`config.mk`:
```
export PLATFORM = sky130hd
export DESIGN_NAME = dep_check_top
export DESIGN_NICKNAME = d
export VERILOG_FILES = /design/src/source/dep_operand_pkg.sv /design/src/source/dep_pipe_pkg.sv /design/src/source/gpr_hazard_check.sv /design/src/source/seg_mm_hazard_check.sv /design/src/source/scoreboard_pipe.sv /design/src/source/dep_issue_ctrl.sv /design/src/source/dep_check_top.sv
export VERILOG_INCLUDE_DIRS = /design/src /design/src/source
export SDC_FILE = /design/constraint.sdc
export NUM_CORES = 1
export LEC_CHECK = 0
export BUFFER_PORTS_ARGS = -buffer_cell sky130_fd_sc_hd__buf_2
export CAP_MARGIN = 40
export CORE_ASPECT_RATIO = 0.5
export CORE_MARGIN = 2
export CORE_UTILIZATION = 30
export CTS_CLUSTER_DIAMETER = 80
export DETAILED_ROUTE_END_ITERATION = 6
export PLACE_DENSITY = 0.46
export SKIP_LAST_GASP = 1
export SLEW_MARGIN = 25
export SYNTH_ARGS = -nofsm -noshare
export SYNTH_HDL_FRONTEND = slang
export SYNTH_SLANG_ARGS = --single-unit
```
`constraint.sdc`:
```
create_clock -name clk -period 7.9 [get_ports clk]
set_clock_uncertainty 0.05 [all_clocks]
set_input_delay 0.395 -clock clk [delete_from_list [all_inputs] [get_ports clk]]
set_output_delay 0.395 -clock clk [all_outputs]
set_load 0.05 [all_outputs]
```
`src/source/dep_macros.svh`:
```
`ifndef DEP_MACROS_SVH
`define DEP_MACROS_SVH

// general register file, byte lanes 7:0, 15:8 and 31:16.
`define DEP_NUM_GPR     8
`define DEP_GPR_LANES   3
`define DEP_GPR_SB_W    (`DEP_NUM_GPR * `DEP_GPR_LANES)

// register number width, shared by all files.
`define DEP_REG_ID_W    3

// segment and mmx files, one scoreboard bit per register.
`define DEP_NUM_SEG     8
`define DEP_NUM_MM      8

// in-flight stages ag2, me, me2, ex.
`define DEP_PIPE_DEPTH  4

// instruction tag width.
`define DEP_TAG_W       8

`endif

```
`src/source/dep_operand_pkg.sv`:
```
`include "dep_macros.svh"

package dep_operand_pkg;

   typedef logic [`DEP_REG_ID_W-1:0] reg_id_t;

   typedef enum logic [1:0] {
      SZ_BYTE  = 2'd0,  // al..bl, ah..bh.
      SZ_WORD  = 2'd1,
      SZ_DWORD = 2'd2
   } opnd_size_e;

   // opcode class of the destination.
   typedef enum logic [1:0] {
      DST_NONE = 2'd0,
      DST_GPR  = 2'd1,
      DST_SEG  = 2'd2,
      DST_MM   = 2'd3
   } dst_kind_e;

   typedef struct packed {
      logic       needed;
      reg_id_t    id;
      opnd_size_e size;
   } gpr_src_t;

   typedef struct packed {
      gpr_src_t              sr1;
      gpr_src_t              sr2;
      gpr_src_t              sr3;
      gpr_src_t              sib_i;
      logic                  seg1_needed;
      reg_id_t               seg1_id;
      logic                  seg2_needed;
      reg_id_t               seg2_id;
      logic                  mm1_needed;   // mmx ids come from sr1.id.
      logic                  mm2_needed;   // and sr2.id.
      dst_kind_e             dst_kind;
      reg_id_t               dst_id;
      opnd_size_e            dst_size;
      logic [`DEP_TAG_W-1:0] tag;
   } dep_instr_t;

   function automatic logic [`DEP_GPR_SB_W-1:0] gpr_lane_mask(input reg_id_t id,
                                                             input opnd_size_e size);
      logic [`DEP_GPR_SB_W-1:0] mask;
      int unsigned              base;
      mask = '0;
      base = `DEP_GPR_LANES * int'(id);
      case (size)
         SZ_BYTE: begin
            // ids 4..7 are the high bytes of registers 0..3.
            if (id[2]) mask[`DEP_GPR_LANES * int'(id[1:0]) + 1] = 1'b1;
            else mask[base] = 1'b1;
         end
         SZ_WORD:  mask[base +: 2] = 2'b11;
         SZ_DWORD: mask[base +: `DEP_GPR_LANES] = '1;
         default:  mask = '0;
      endcase
      return mask;
   endfunction

endpackage

```
`src/source/dep_pipe_pkg.sv`:
```
`include "dep_macros.svh"

package dep_pipe_pkg;

   // bit 3*id+lane for gprs, bit id for seg and mm.
   typedef struct packed {
      logic [`DEP_GPR_SB_W-1:0] gpr;
      logic [`DEP_NUM_SEG-1:0]  seg;
      logic [`DEP_NUM_MM-1:0]   mm;
   } scoreboard_t;

   typedef enum logic [1:0] {
      ST_AG2 = 2'd0,
      ST_ME  = 2'd1,
      ST_ME2 = 2'd2,
      ST_EX  = 2'd3
   } pipe_stage_e;

   typedef struct packed {
      logic                        valid;
      scoreboard_t                 sb;     // registers this entry will write.
      dep_operand_pkg::dep_instr_t instr;
   } stage_entry_t;

endpackage

```
`src/source/gpr_hazard_check.sv`:
```
`timescale 1ns/1ns
`include "dep_macros.svh"

module gpr_hazard_check (
   input  logic                          stage_v,
   input  dep_operand_pkg::gpr_src_t     sr1,
   input  dep_operand_pkg::gpr_src_t     sr2,
   input  dep_operand_pkg::gpr_src_t     sr3,
   input  dep_operand_pkg::gpr_src_t     sib_i,
   input  logic [`DEP_GPR_SB_W-1:0]      gpr_busy,
   output logic                          stall
);

   import dep_operand_pkg::*;

   localparam int NUM_SRC = 4;

   gpr_src_t          srcs [NUM_SRC];
   logic [NUM_SRC-1:0] hit;

   assign srcs[0] = sr1;
   assign srcs[1] = sr2;
   assign srcs[2] = sr3;
   assign srcs[3] = sib_i;   // sib index register.

   // a source conflicts only if one of its own lanes is pending,
   // so ah reads past an al writer but not past an ax writer.
   always_comb begin
      for (int i = 0; i < NUM_SRC; i++) begin
         hit[i] = srcs[i].needed &&
                  (|(gpr_lane_mask(srcs[i].id, srcs[i].size) & gpr_busy));
      end
   end

   assign stall = stage_v && (|hit);

endmodule

```
`src/source/seg_mm_hazard_check.sv`:
```
`timescale 1ns/1ns
`include "dep_macros.svh"

module seg_mm_hazard_check (
   input  logic                         stage_v,
   input  logic                         seg1_needed,
   input  logic                         seg2_needed,
   input  dep_operand_pkg::reg_id_t     seg1_id,
   input  dep_operand_pkg::reg_id_t     seg2_id,
   input  logic                         mm1_needed,
   input  logic                         mm2_needed,
   input  dep_operand_pkg::reg_id_t     sr1_id,
   input  dep_operand_pkg::reg_id_t     sr2_id,
   input  logic [`DEP_NUM_SEG-1:0]      seg_busy,
   input  logic [`DEP_NUM_MM-1:0]       mm_busy,
   output logic                         stall
);

   import dep_operand_pkg::*;

   function automatic logic [7:0] id_onehot(input reg_id_t id);
      return 8'b1 << id;
   endfunction

   logic seg1_hit, seg2_hit;
   logic mm1_hit, mm2_hit;

   assign seg1_hit = seg1_needed && (|(id_onehot(seg1_id) & seg_busy));
   assign seg2_hit = seg2_needed && (|(id_onehot(seg2_id) & seg_busy));
   assign mm1_hit  = mm1_needed && (|(id_onehot(sr1_id) & mm_busy));   // gpr writers ignored.
   assign mm2_hit  = mm2_needed && (|(id_onehot(sr2_id) & mm_busy));

   assign stall = stage_v && (seg1_hit || seg2_hit || mm1_hit || mm2_hit);

endmodule

```
`src/source/scoreboard_pipe.sv`:
```
`timescale 1ns/1ns
`include "dep_macros.svh"

module scoreboard_pipe #(
   parameter int DEPTH = `DEP_PIPE_DEPTH
) (
   input  logic                          clk,
   input  logic                          arst_n,
   input  logic                          issue,
   input  dep_operand_pkg::dep_instr_t   issue_instr,
   output dep_pipe_pkg::scoreboard_t     busy,
   output logic                          advance,
   output logic                          out_valid,
   input  logic                          out_ready,
   output dep_operand_pkg::dep_instr_t   out_instr
);

   import dep_operand_pkg::*;
   import dep_pipe_pkg::*;

   stage_entry_t stage [DEPTH];   // index 0 is ag2, DEPTH-1 is ex.
   stage_entry_t new_entry;
   scoreboard_t  new_sb;

   // write scoreboard of the instruction entering ag2.
   always_comb begin
      new_sb = '0;
      case (issue_instr.dst_kind)
         DST_GPR: new_sb.gpr = gpr_lane_mask(issue_instr.dst_id, issue_instr.dst_size);
         DST_SEG: new_sb.seg[issue_instr.dst_id] = 1'b1;
         DST_MM:  new_sb.mm[issue_instr.dst_id] = 1'b1;
         default: new_sb = '0;   // no destination.
      endcase
   end

   always_comb begin
      new_entry.valid = 1'b1;
      new_entry.sb    = new_sb;
      new_entry.instr = issue_instr;
   end

   // ex drains or is empty, so every stage may move.
   assign advance = !stage[DEPTH-1].valid || out_ready;

   always_ff @(posedge clk or negedge arst_n) begin
      if (!arst_n) begin
         stage <= '{default: '0};
      end else if (advance) begin
         stage[int'(ST_AG2)] <= issue ? new_entry : '0;   // bubble when stalled.
         for (int i = 1; i < DEPTH; i++) begin
            stage[i] <= stage[i-1];
         end
      end
   end

   // pending writes of every valid stage, ex included until it retires.
   always_comb begin
      busy = '0;
      for (int i = 0; i < DEPTH; i++) begin
         if (stage[i].valid) begin
            busy = busy | stage[i].sb;
         end
      end
   end

   assign out_valid = stage[DEPTH-1].valid;
   assign out_instr = stage[DEPTH-1].instr;

endmodule

```
`src/source/dep_issue_ctrl.sv`:
```
`timescale 1ns/1ns

module dep_issue_ctrl (
   input  logic        clk,
   input  logic        arst_n,
   input  logic        in_valid,
   input  logic        gpr_stall,
   input  logic        segmm_stall,
   input  logic        advance,
   output logic        in_ready,
   output logic        issue,
   output logic [15:0] stall_cycles
);

   logic dep_stall;

   // checker stalls already carry in_valid.
   assign dep_stall = gpr_stall || segmm_stall;

   assign in_ready = advance && !dep_stall;
   assign issue    = in_valid && in_ready;

   // cycles an offered instruction was held back.
   always_ff @(posedge clk or negedge arst_n) begin
      if (!arst_n) begin
         stall_cycles <= '0;
      end else if (in_valid && !in_ready) begin
         stall_cycles <= stall_cycles + 16'd1;
      end
   end

endmodule

```
`src/source/dep_check_top.sv`:
```
`timescale 1ns/1ns

module dep_check_top (
   input  logic                          clk,
   input  logic                          arst_n,
   input  logic                          in_valid,
   output logic                          in_ready,
   input  dep_operand_pkg::dep_instr_t   in_instr,
   output logic                          out_valid,
   input  logic                          out_ready,
   output dep_operand_pkg::dep_instr_t   out_instr,
   output logic [15:0]                   stall_cycles
);

   import dep_pipe_pkg::*;

   scoreboard_t busy;
   logic        advance;
   logic        issue;
   logic        gpr_stall;
   logic        segmm_stall;

   dep_issue_ctrl u_issue_ctrl (
      .clk          (clk),
      .arst_n       (arst_n),
      .in_valid     (in_valid),
      .gpr_stall    (gpr_stall),
      .segmm_stall  (segmm_stall),
      .advance      (advance),
      .in_ready     (in_ready),
      .issue        (issue),
      .stall_cycles (stall_cycles)
   );

   gpr_hazard_check u_gpr_check (
      .stage_v  (in_valid),
      .sr1      (in_instr.sr1),
      .sr2      (in_instr.sr2),
      .sr3      (in_instr.sr3),
      .sib_i    (in_instr.sib_i),
      .gpr_busy (busy.gpr),
      .stall    (gpr_stall)
   );

   seg_mm_hazard_check u_seg_mm_check (
      .stage_v     (in_valid),
      .seg1_needed (in_instr.seg1_needed),
      .seg2_needed (in_instr.seg2_needed),
      .seg1_id     (in_instr.seg1_id),
      .seg2_id     (in_instr.seg2_id),
      .mm1_needed  (in_instr.mm1_needed),
      .mm2_needed  (in_instr.mm2_needed),
      .sr1_id      (in_instr.sr1.id),   // mmx sources share the sr ids.
      .sr2_id      (in_instr.sr2.id),
      .seg_busy    (busy.seg),
      .mm_busy     (busy.mm),
      .stall       (segmm_stall)
   );

   scoreboard_pipe u_pipe (
      .clk         (clk),
      .arst_n      (arst_n),
      .issue       (issue),
      .issue_instr (in_instr),
      .busy        (busy),
      .advance     (advance),
      .out_valid   (out_valid),
      .out_ready   (out_ready),
      .out_instr   (out_instr)
   );

endmodule

```
==> results of run 1 <==
## state kept, by name, indices dropped and copies added, names as in the netlist
register / flops
u_pipe.stage: 310
u_pipe.out_instr: 49
u_pipe.out_valid: 1
u_issue_ctrl.stall_cycles: 16
## kinds of logic (layout without fill, tap and decap cells)
family,Yosys count,after routing,share of synthesized area [%]
AOI/OAI and AO/OA,435,435,16.36
xor gates and xnor gates,26,26,1.136
adders and majority gates,71,71,4.620
buffers and inverters,228,268,5.357
DFF,376,376,46.95
muxes,22,22,1.424
other,0,2,0
and+or+nand+nor,1152,1152,24.15
## power by group
| part | switching [mW] | internal [mW] |
|---|---|---|
| clock network | 0.839 | 1.24 |
| registers | 0.303 | 2.36 |
| logic | 1.50 | 0.481 |
| total | 2.64 | 4.08 |
## final cells by class
cell class / count / area share [%]
multi-input cells: 1706 / 42.14
clock inverters: 18 / 1.148
clock buffers: 57 / 5.301
inverters: 37 / 0.6098
well taps: 884 / 4.856
flip-flops and latches: 376 / 41.32
repair buffers: 156 / 4.609
diodes: 2 / 0.02197
## how the worst max path moves through the flow
| stage | start | end | slack [ns] | depth (start not counted) |
|---|---|---|---|---|
| floorplan | in_instr[29] | in_ready | 3.43 | 13 |
| global placement | in_instr[33] | u_pipe.stage[345]$_DFFE_PN0P_ | 2.49 | 14 |
| detailed placement | in_instr[29] | u_pipe.stage[344]$_DFFE_PN0P_ | 2.44 | 13 |
| CTS | u_pipe.stage[269]$_DFFE_PN0P_ | in_ready | 2.53 | 10 |
| global route | u_pipe.stage[269]$_DFFE_PN0P_ | in_ready | 2.23 | 11 |
| finish | u_pipe.stage[269]$_DFFE_PN0P_ | in_ready | 2.50 | 11 |
## cells in the final DEF (no fill, tap or decap), types with 18 or more instances in the layout
| master | count |
|---|---|
| nand2_1 | 914 |
| dfrtp_1 | 375 |
| buf_2 | 118 |
| a22o_1 | 95 |
| ha_1 | 66 |
| a22oi_1 | 60 |
| a21oi_1 | 60 |
| o21ai_0 | 58 |
| nand3_1 | 45 |
| nor2_1 | 42 |
| clkbuf_16 | 42 |
| inv_1 | 36 |
| and2_1 | 23 |
| buf_4 | 19 |
| nand4_1 | 18 |
## per-layer routing
layer	GRT usage, %	vias up
li1	-	7887
met1	26.97	8237
met2	27.61	469
met3	3.188	90
met4	4.396	0
met5	0	-
==> impl_metrics.toml, run 1 <==
[pwr]
finalPower_mw = 6.720
vdd.ir_drop.worst_mv = 0.1424
static-leakage-power_nw = 11.16
powerDensity_mw_per_mm2 = 295.0

[yosys]
synth_common_cells = "914 x nand2_1, 376 x dfrtp_1, 122 x clkbuf_1"
synth.most_common_cell = "nand2_1"
synthesis.area_sq_mm = 0.02004
synth_flop_cell = "dfrtp_1"
synth_top_cells_by_area = "dfrtp_1 47%, nand2_1 17%, a22o_1 4.2%"
netlist.area_leader.share_pct = 46.95
synth_edf_count = 0
synthesis.nets = 2434
netlist.top_cell.by_area = "dfrtp_1"
ys_seq_area_share_pct = 46.95
syn_area_per_cell_sq_um = 8.676
synthDistinctLibCells = 82
yosys_warnings = 0
number_of_standard_cells_after_synthesis = 2310
synth-seq-cells = 376
synth-async-reset-ratio_pct = 100.0

[critical_path]
cp_data_required_time_ns = 7.46
critical_path.top_delay_family = "compound AO/OA/AOI/OAI gates"
worst-endpoint-arrival_ns = 4.96
worst_setup_path_start_kind = "flip-flop"
critical_path_sink_type = "output port"
largest_fanout_on_the_critical_path = 26
crit_slowest_cell = "dfrtp_1"
endpoint_of_the_worst_slack_reg_to_reg_timing_path = "u_pipe.stage[351]$_DFFE_PN0P_"
worst-r2r-cell-count = 12
slowest_delay_ns = 0.65
crit_buf_inv = 2
reg2reg_setup_slack_ns = 2.81
cp_cell_sequence = "buf_4, a22oi_1, nand2_1, a32o_1, a2111oi_0, o2111ai_1, or4_1, a221oi_2, nand3_1, a21oi_1, buf_2"
rr_startpoint = "u_pipe.stage[269]$_DFFE_PN0P_"
critical_path_class = "flip-flop to output port"

[timing]
period_minus_slack_ns = 5.403
finalHoldViolCount = 0
final_max_slew_viol_count = 0
timing.fmax_ghz = 0.1851
timing.setup.tns_ns = 0
unrepaired_setup_endpoints_after_global_routing = "no"
setup_slack_ns = 2.497
final_setup_violation_count = 0
timing.max_slew.rel_slack_pct = 26.70
worst-slew-pin-transition_ns = 1.099
timing.hold.ws_ns = 0.04528
part_of_the_cycle_the_worst_path_needs_pct = 68.39

[place]
dp.cells = 3149
finalWeightedCongestion = 0.9297
dp_worst_setup_slack_ns = 2.439
placement.cell_area_sq_mm = 0.02119
port-buffer-count = 119
place_hpwl_mm = 43.88

[floorplan]
io_pins = 120
placementRows = 66
floorplan.die.height_um = 186.8
start_util_pct = 30.60
placeableCoreArea_sq_mm = 0.06549
fp.dieArea_sq_mm = 0.06901
die_width_um = 369.5

[layout]
num-nets-final = 2442
layout-drive-gt1-share_pct = 11.02
final.fill_count = 6778
layout.cells.non_filler = 3236
multiInputGateArea_sq_mm = 0.009598
design_area_sq_mm = 0.02278
finalCoreUtilization_pct = 34.78
layout-area-overhead-vs-synth_pct = 13.65
ff_latch_area_sq_mm = 0.009410

[cts]
cts.reportedPaths.clkPinSlew_ns = 0.06
cts_inserted_buffers = 41
cts_repair_resize_count = 0
clock_sinks = 376
cts_root_buf = "clkbuf_16"
worstSkewPairLatency_ns = 0.57
cts_setup_buffers = 0
cts.hold.buffers_added = 8
cts-htree-levels = 2
tritoncts = "built"
cts.path.max_buffers = 3

[routing]
vias = 16680
drtAntennaViolNets = 0
drc = 0
top_layer = "met4"
routed_via_density = 5.155
met1Wirelength_mm = 30.79
post_drt_wl_per_cell_um = 19.79
initialDrtViolationCount = 1802
drt-pass1-iter-count = 6
wl_met2_mm = 28.46
met3RoutedLength_mm = 3.433
drt-total-wl_mm = 64.03

[grt]
grt_start_max_net_pins = 171
grt_first_pass_wirelength_mm = 99.39
grt_antenna_before_repair = 4
grtUsageTotal_pct = 18.28
globalRoute.totalOverflow = 0
grt_pass1_vias = 15920

[worst_hold_path]
holdPathEnd = "u_pipe.stage[275]$_DFFE_PN0P_"
hold_path_depth = 2
worstHoldStart = "in_instr[5]"
hp-class = "primary input to flip-flop"

[status]
status = "finished, final reports clean"

[job]
drv.max_cap_violation_count = 0
No activity file was read; power rests on OpenSTA's default activity.
==> run 2: changes to the inputs <==
ABC_AREA = 1   (was default)
clock period = 5.05 ns   (was 7.9 ns; I/O delays follow)
==> run 2 against run 1 <==
The flow now finishes with violations (hold timing). Register-to-register slack worse by 1.5 ns. Total power increased by 50%. Sequential share of layout area decreased by 2.8 points. Largest power group unchanged. Via count is 16% higher. Final cell count is 26% higher. Critical endpoint unchanged. Global-route usage is 0.53 points higher. Core utilization fell by 0.52 points. Highest routed layer unchanged. Die area rose by 8.0%. Hold slack lost 0.067 ns. Clock power increased by 45%.
==> impl_metrics.toml, run 2 <==
[floorplan]
io_pins = 120
fp.dieArea_sq_mm = 0.07455
floorplan.die.height_um = 194.1
die_width_um = 384.2
placementRows = 69
start_util_pct = 30.43
placeableCoreArea_sq_mm = 0.07122

[worst_hold_path]
hp-class = "primary input to flip-flop"

[yosys]
synth-adder-area-share_pct = 4.271
synthesis.nets = 3198
main_combinational_cell_family_by_area_after_synthesis = "simple AND/OR/NAND/NOR gates"
synth_edf_count = 0
synthDistinctLibCells = 42
synth-seq-cells = 376
synth.most_common_cell = "nand2_1"
number_of_standard_cells_after_synthesis = 3074
yosys_warnings = 0
post_synth_xor_area_fraction_pct = 0.7273
synth-async-reset-ratio_pct = 100.0
post_synth_and_or_nand_nor_area_fraction_pct = 33.12
synth_compound_area_share_pct = 8.802
ys_seq_area_share_pct = 43.41
netlist.top_cell.by_area = "dfrtp_1"
synthesis.area_sq_mm = 0.02168
synth_common_cells = "1309 x nand2_1, 376 x dfrtp_1, 290 x o21ai_0"
syn_area_per_cell_sq_um = 7.052
synth_top_cells_by_area = "dfrtp_1 43%, nand2_1 23%, o21ai_0 6.7%"
synth_flop_cell = "dfrtp_1"
netlist.area_leader.share_pct = 43.41
synth.mux.area_fraction_pct = 0

[critical_path]
critical_path.most_common_cell = "nand2_1"
critical_path_sink_type = "output port"
cp_data_required_time_ns = 4.75
critical_path_class = "primary input to output port"
worst-r2r-cell-count = 18
worst-endpoint-arrival_ns = 4.07
crit_cells = 23
crit_slowest_cell = "dlygate4sd3_1"
timing.critical_path.to = "in_ready"
critical_path.top_delay_family = "simple AND/OR/NAND/NOR gates"
critical_path.startpoint = "in_instr[46]"
endpoint_of_the_worst_slack_reg_to_reg_timing_path = "u_pipe.stage[324]$_DFFE_PN0P_"
reg2reg_setup_slack_ns = 1.33
cp_cell_sequence = "dlygate4sd3_1, buf_2, ha_1, inv_1, fa_1, nand2_1, inv_1, nand2_1, nand2_1, nand2_1, nand2_1, nand2_1, nand2_1, nor2_1, nand2_1, inv_1, nand2_1, nand2_1, nand2_2, nor2_8, nor2_2, nor2_2, buf_2"
largest_fanout_on_the_critical_path = 17
slowest_delay_ns = 0.59
rr_startpoint = "u_pipe.out_valid$_DFFE_PN0P_"
worst_setup_path_start_kind = "primary input"
crit_buf_inv = 6

[pwr]
static-leakage-power_nw = 12.68
clock_power_share_pct = 30.0
p_seq_share_pct = 40.1
vdd.ir_drop.worst_mv = 0.2262
swShare_pct = 39.53
switchingPower_mw = 3.973
finalPower_mw = 10.05
powerDensity_mw_per_mm2 = 411.9
internal_power_mw = 6.078
p_comb_share_pct = 29.8

[layout]
mostFrequentLayoutCells = "1309 x nand2_1, 374 x dfrtp_1, 290 x o21ai_0, 272 x inv_1, 181 x nor2_1"
layout.cells.most_common = "nand2_1"
num-nets-final = 3223
multiInputGateArea_sq_mm = 0.01018
ff_latch_area_sq_mm = 0.009412
largest_reg_flops = 310
layout-drive-gt1-share_pct = 7.508
layout-area-overhead-vs-synth_pct = 12.59
final.fill_count = 7759
registers.top_by_ff_count = "u_pipe.stage"

[cts]
cts.reportedPaths.clkPinSlew_ns = 0.06
cts_setup_buffers = 0
tritoncts = "built"
cts-htree-levels = 2
clock_sinks = 376
cts_root_buf = "clkbuf_16"
cts.path.max_buffers = 3
worstSkewPairLatency_ns = 0.57
cts_inserted_buffers = 40

[timing]
worst-slew-pin-transition_ns = 0.9681
final_max_slew_viol_count = 0
timing.max_slew.rel_slack_pct = 35.46
setup_slack_ns = 0.6735
timing.fmax_ghz = 0.2285
final_setup_violation_count = 0
timing.hold.ws_ns = -0.02144
unrepaired_setup_endpoints_after_global_routing = "no"
timing.setup.tns_ns = 0
part_of_the_cycle_the_worst_path_needs_pct = 86.66
finalHoldViolCount = 1
period_minus_slack_ns = 4.376

[grt]
grtUsageTotal_pct = 18.81
grt_antenna_before_repair = 5
grt_pass1_vias = 18700
globalRoute.totalOverflow = 0
grt_start_max_net_pins = 202
grt_first_pass_wirelength_mm = 111.1

[routing]
drc = 0
drtAntennaViolNets = 0
drt-pass1-iter-count = 5
vias = 19350
initialDrtViolationCount = 1658
post_drt_wl_per_cell_um = 17.24
drt-total-wl_mm = 70.51
routed_via_density = 4.731

[place]
port-buffer-count = 119
dp_worst_setup_slack_ns = 0.9441
place_hpwl_mm = 48.92
finalWeightedCongestion = 0.8954

[status]
status = "complete, but fails checks"
violations_in_the_final_reports = "hold timing"

[job]
drv.max_cap_violation_count = 0
[run 2: cell count changes after synthesis, moves of 19 or more]
cell / delta
nand3_1: +67
nand4_1: +99
clkbuf_1: -38
a21oi_1: -19
a22o_1: -95
nand2_1: +395
o21ai_0: +232
inv_1: +236
a221oi_1: -19
nor2_1: +140
a22oi_1: -59
and2_1: -23
[run 2: how the worst min path moves through the flow]
stage	from	endpoint	slack (ns)	depth (start not counted)
floorplan	arst_n	u_issue_ctrl.stall_cycles[0]$_DFFE_PN0P_	-0.09	0
global placement	arst_n	u_pipe.stage[162]$_DFFE_PN0P_	0.30	1
detailed placement	arst_n	u_pipe.stage[162]$_DFFE_PN0P_	0.30	1
CTS	in_instr[26]	u_pipe.stage[296]$_DFFE_PN0P_	0.006	3
global route	out_ready	u_pipe.stage[166]$_DFFE_PN0P_	0.02	4
finish	out_ready	u_pipe.stage[166]$_DFFE_PN0P_	-0.02	4
[run 2: per-layer routing]
metal	vias to the layer above	track usage, %	share of wire (%)
met1	9154	28.72	51
met5	-	0	0
li1	9702	-	-
met2	417	27.84	42
met4	0	3.834	1.5
met3	73	2.832	5.1
[run 2: final cells by class]
| cell class | instances | area share [%] |
|---|---|---|
| antenna | 1 | 0.01025 |
| clock inverter | 14 | 0.5742 |
| inverter | 279 | 4.332 |
| clock buffer | 59 | 4.855 |
| timing repair buffer | 177 | 5.050 |
| sequential | 376 | 38.56 |
| multi-input combinational | 2225 | 41.71 |
| tap | 958 | 4.911 |
[run 2: logic make-up after synthesis]
kind of cell	Yosys count
simple gates	1767
flops	376
xor+xnor	18
buf+inv	473
fa+ha+maj	71
compound gates	369
[run 2: what timing repair did]
| item | 4_1_cts | 5_1_grt |
|---|---|---|
| hold buffers | 29 | 0 |
| resized for setup | 0 | 0 |
| hold endpoints to repair | 118 | 0 |
[run 2: worst register-to-register path: cells and delay by family, from the launching register on]
family | cells | cell delay [ns]
AOI/OAI and AO/OA | 1 | 0.11
DFF | 1 | 0.69
and+or+nand+nor | 14 | 1.92
buffers and inverters | 3 | 0.87
[run 2: power by group through the flow]
stage	Sequential, mW	Clock [mW]	Combinational (mW)
2_1_floorplan	4.01	0	2.24
3_3_place_gp	4.12	0	2.92
3_5_place_dp	4.09	0	2.99
4_1_cts	4.04	3.13	3.02
5_1_grt	4.12	3.25	3.34
6_report	4.03	3.02	3.00
[run 2: metrics by stage]
step / instance area, sq um / std cells / util (%)
global route: 24410 / 4089 / 34.27
CTS: 24350 / 4086 / 34.19
global placement: 22660 / 3979 / 31.81
finish: 24410 / 4089 / 34.27
floorplan: 21680 / 3074 / -
detailed placement: 22730 / 3984 / 31.92
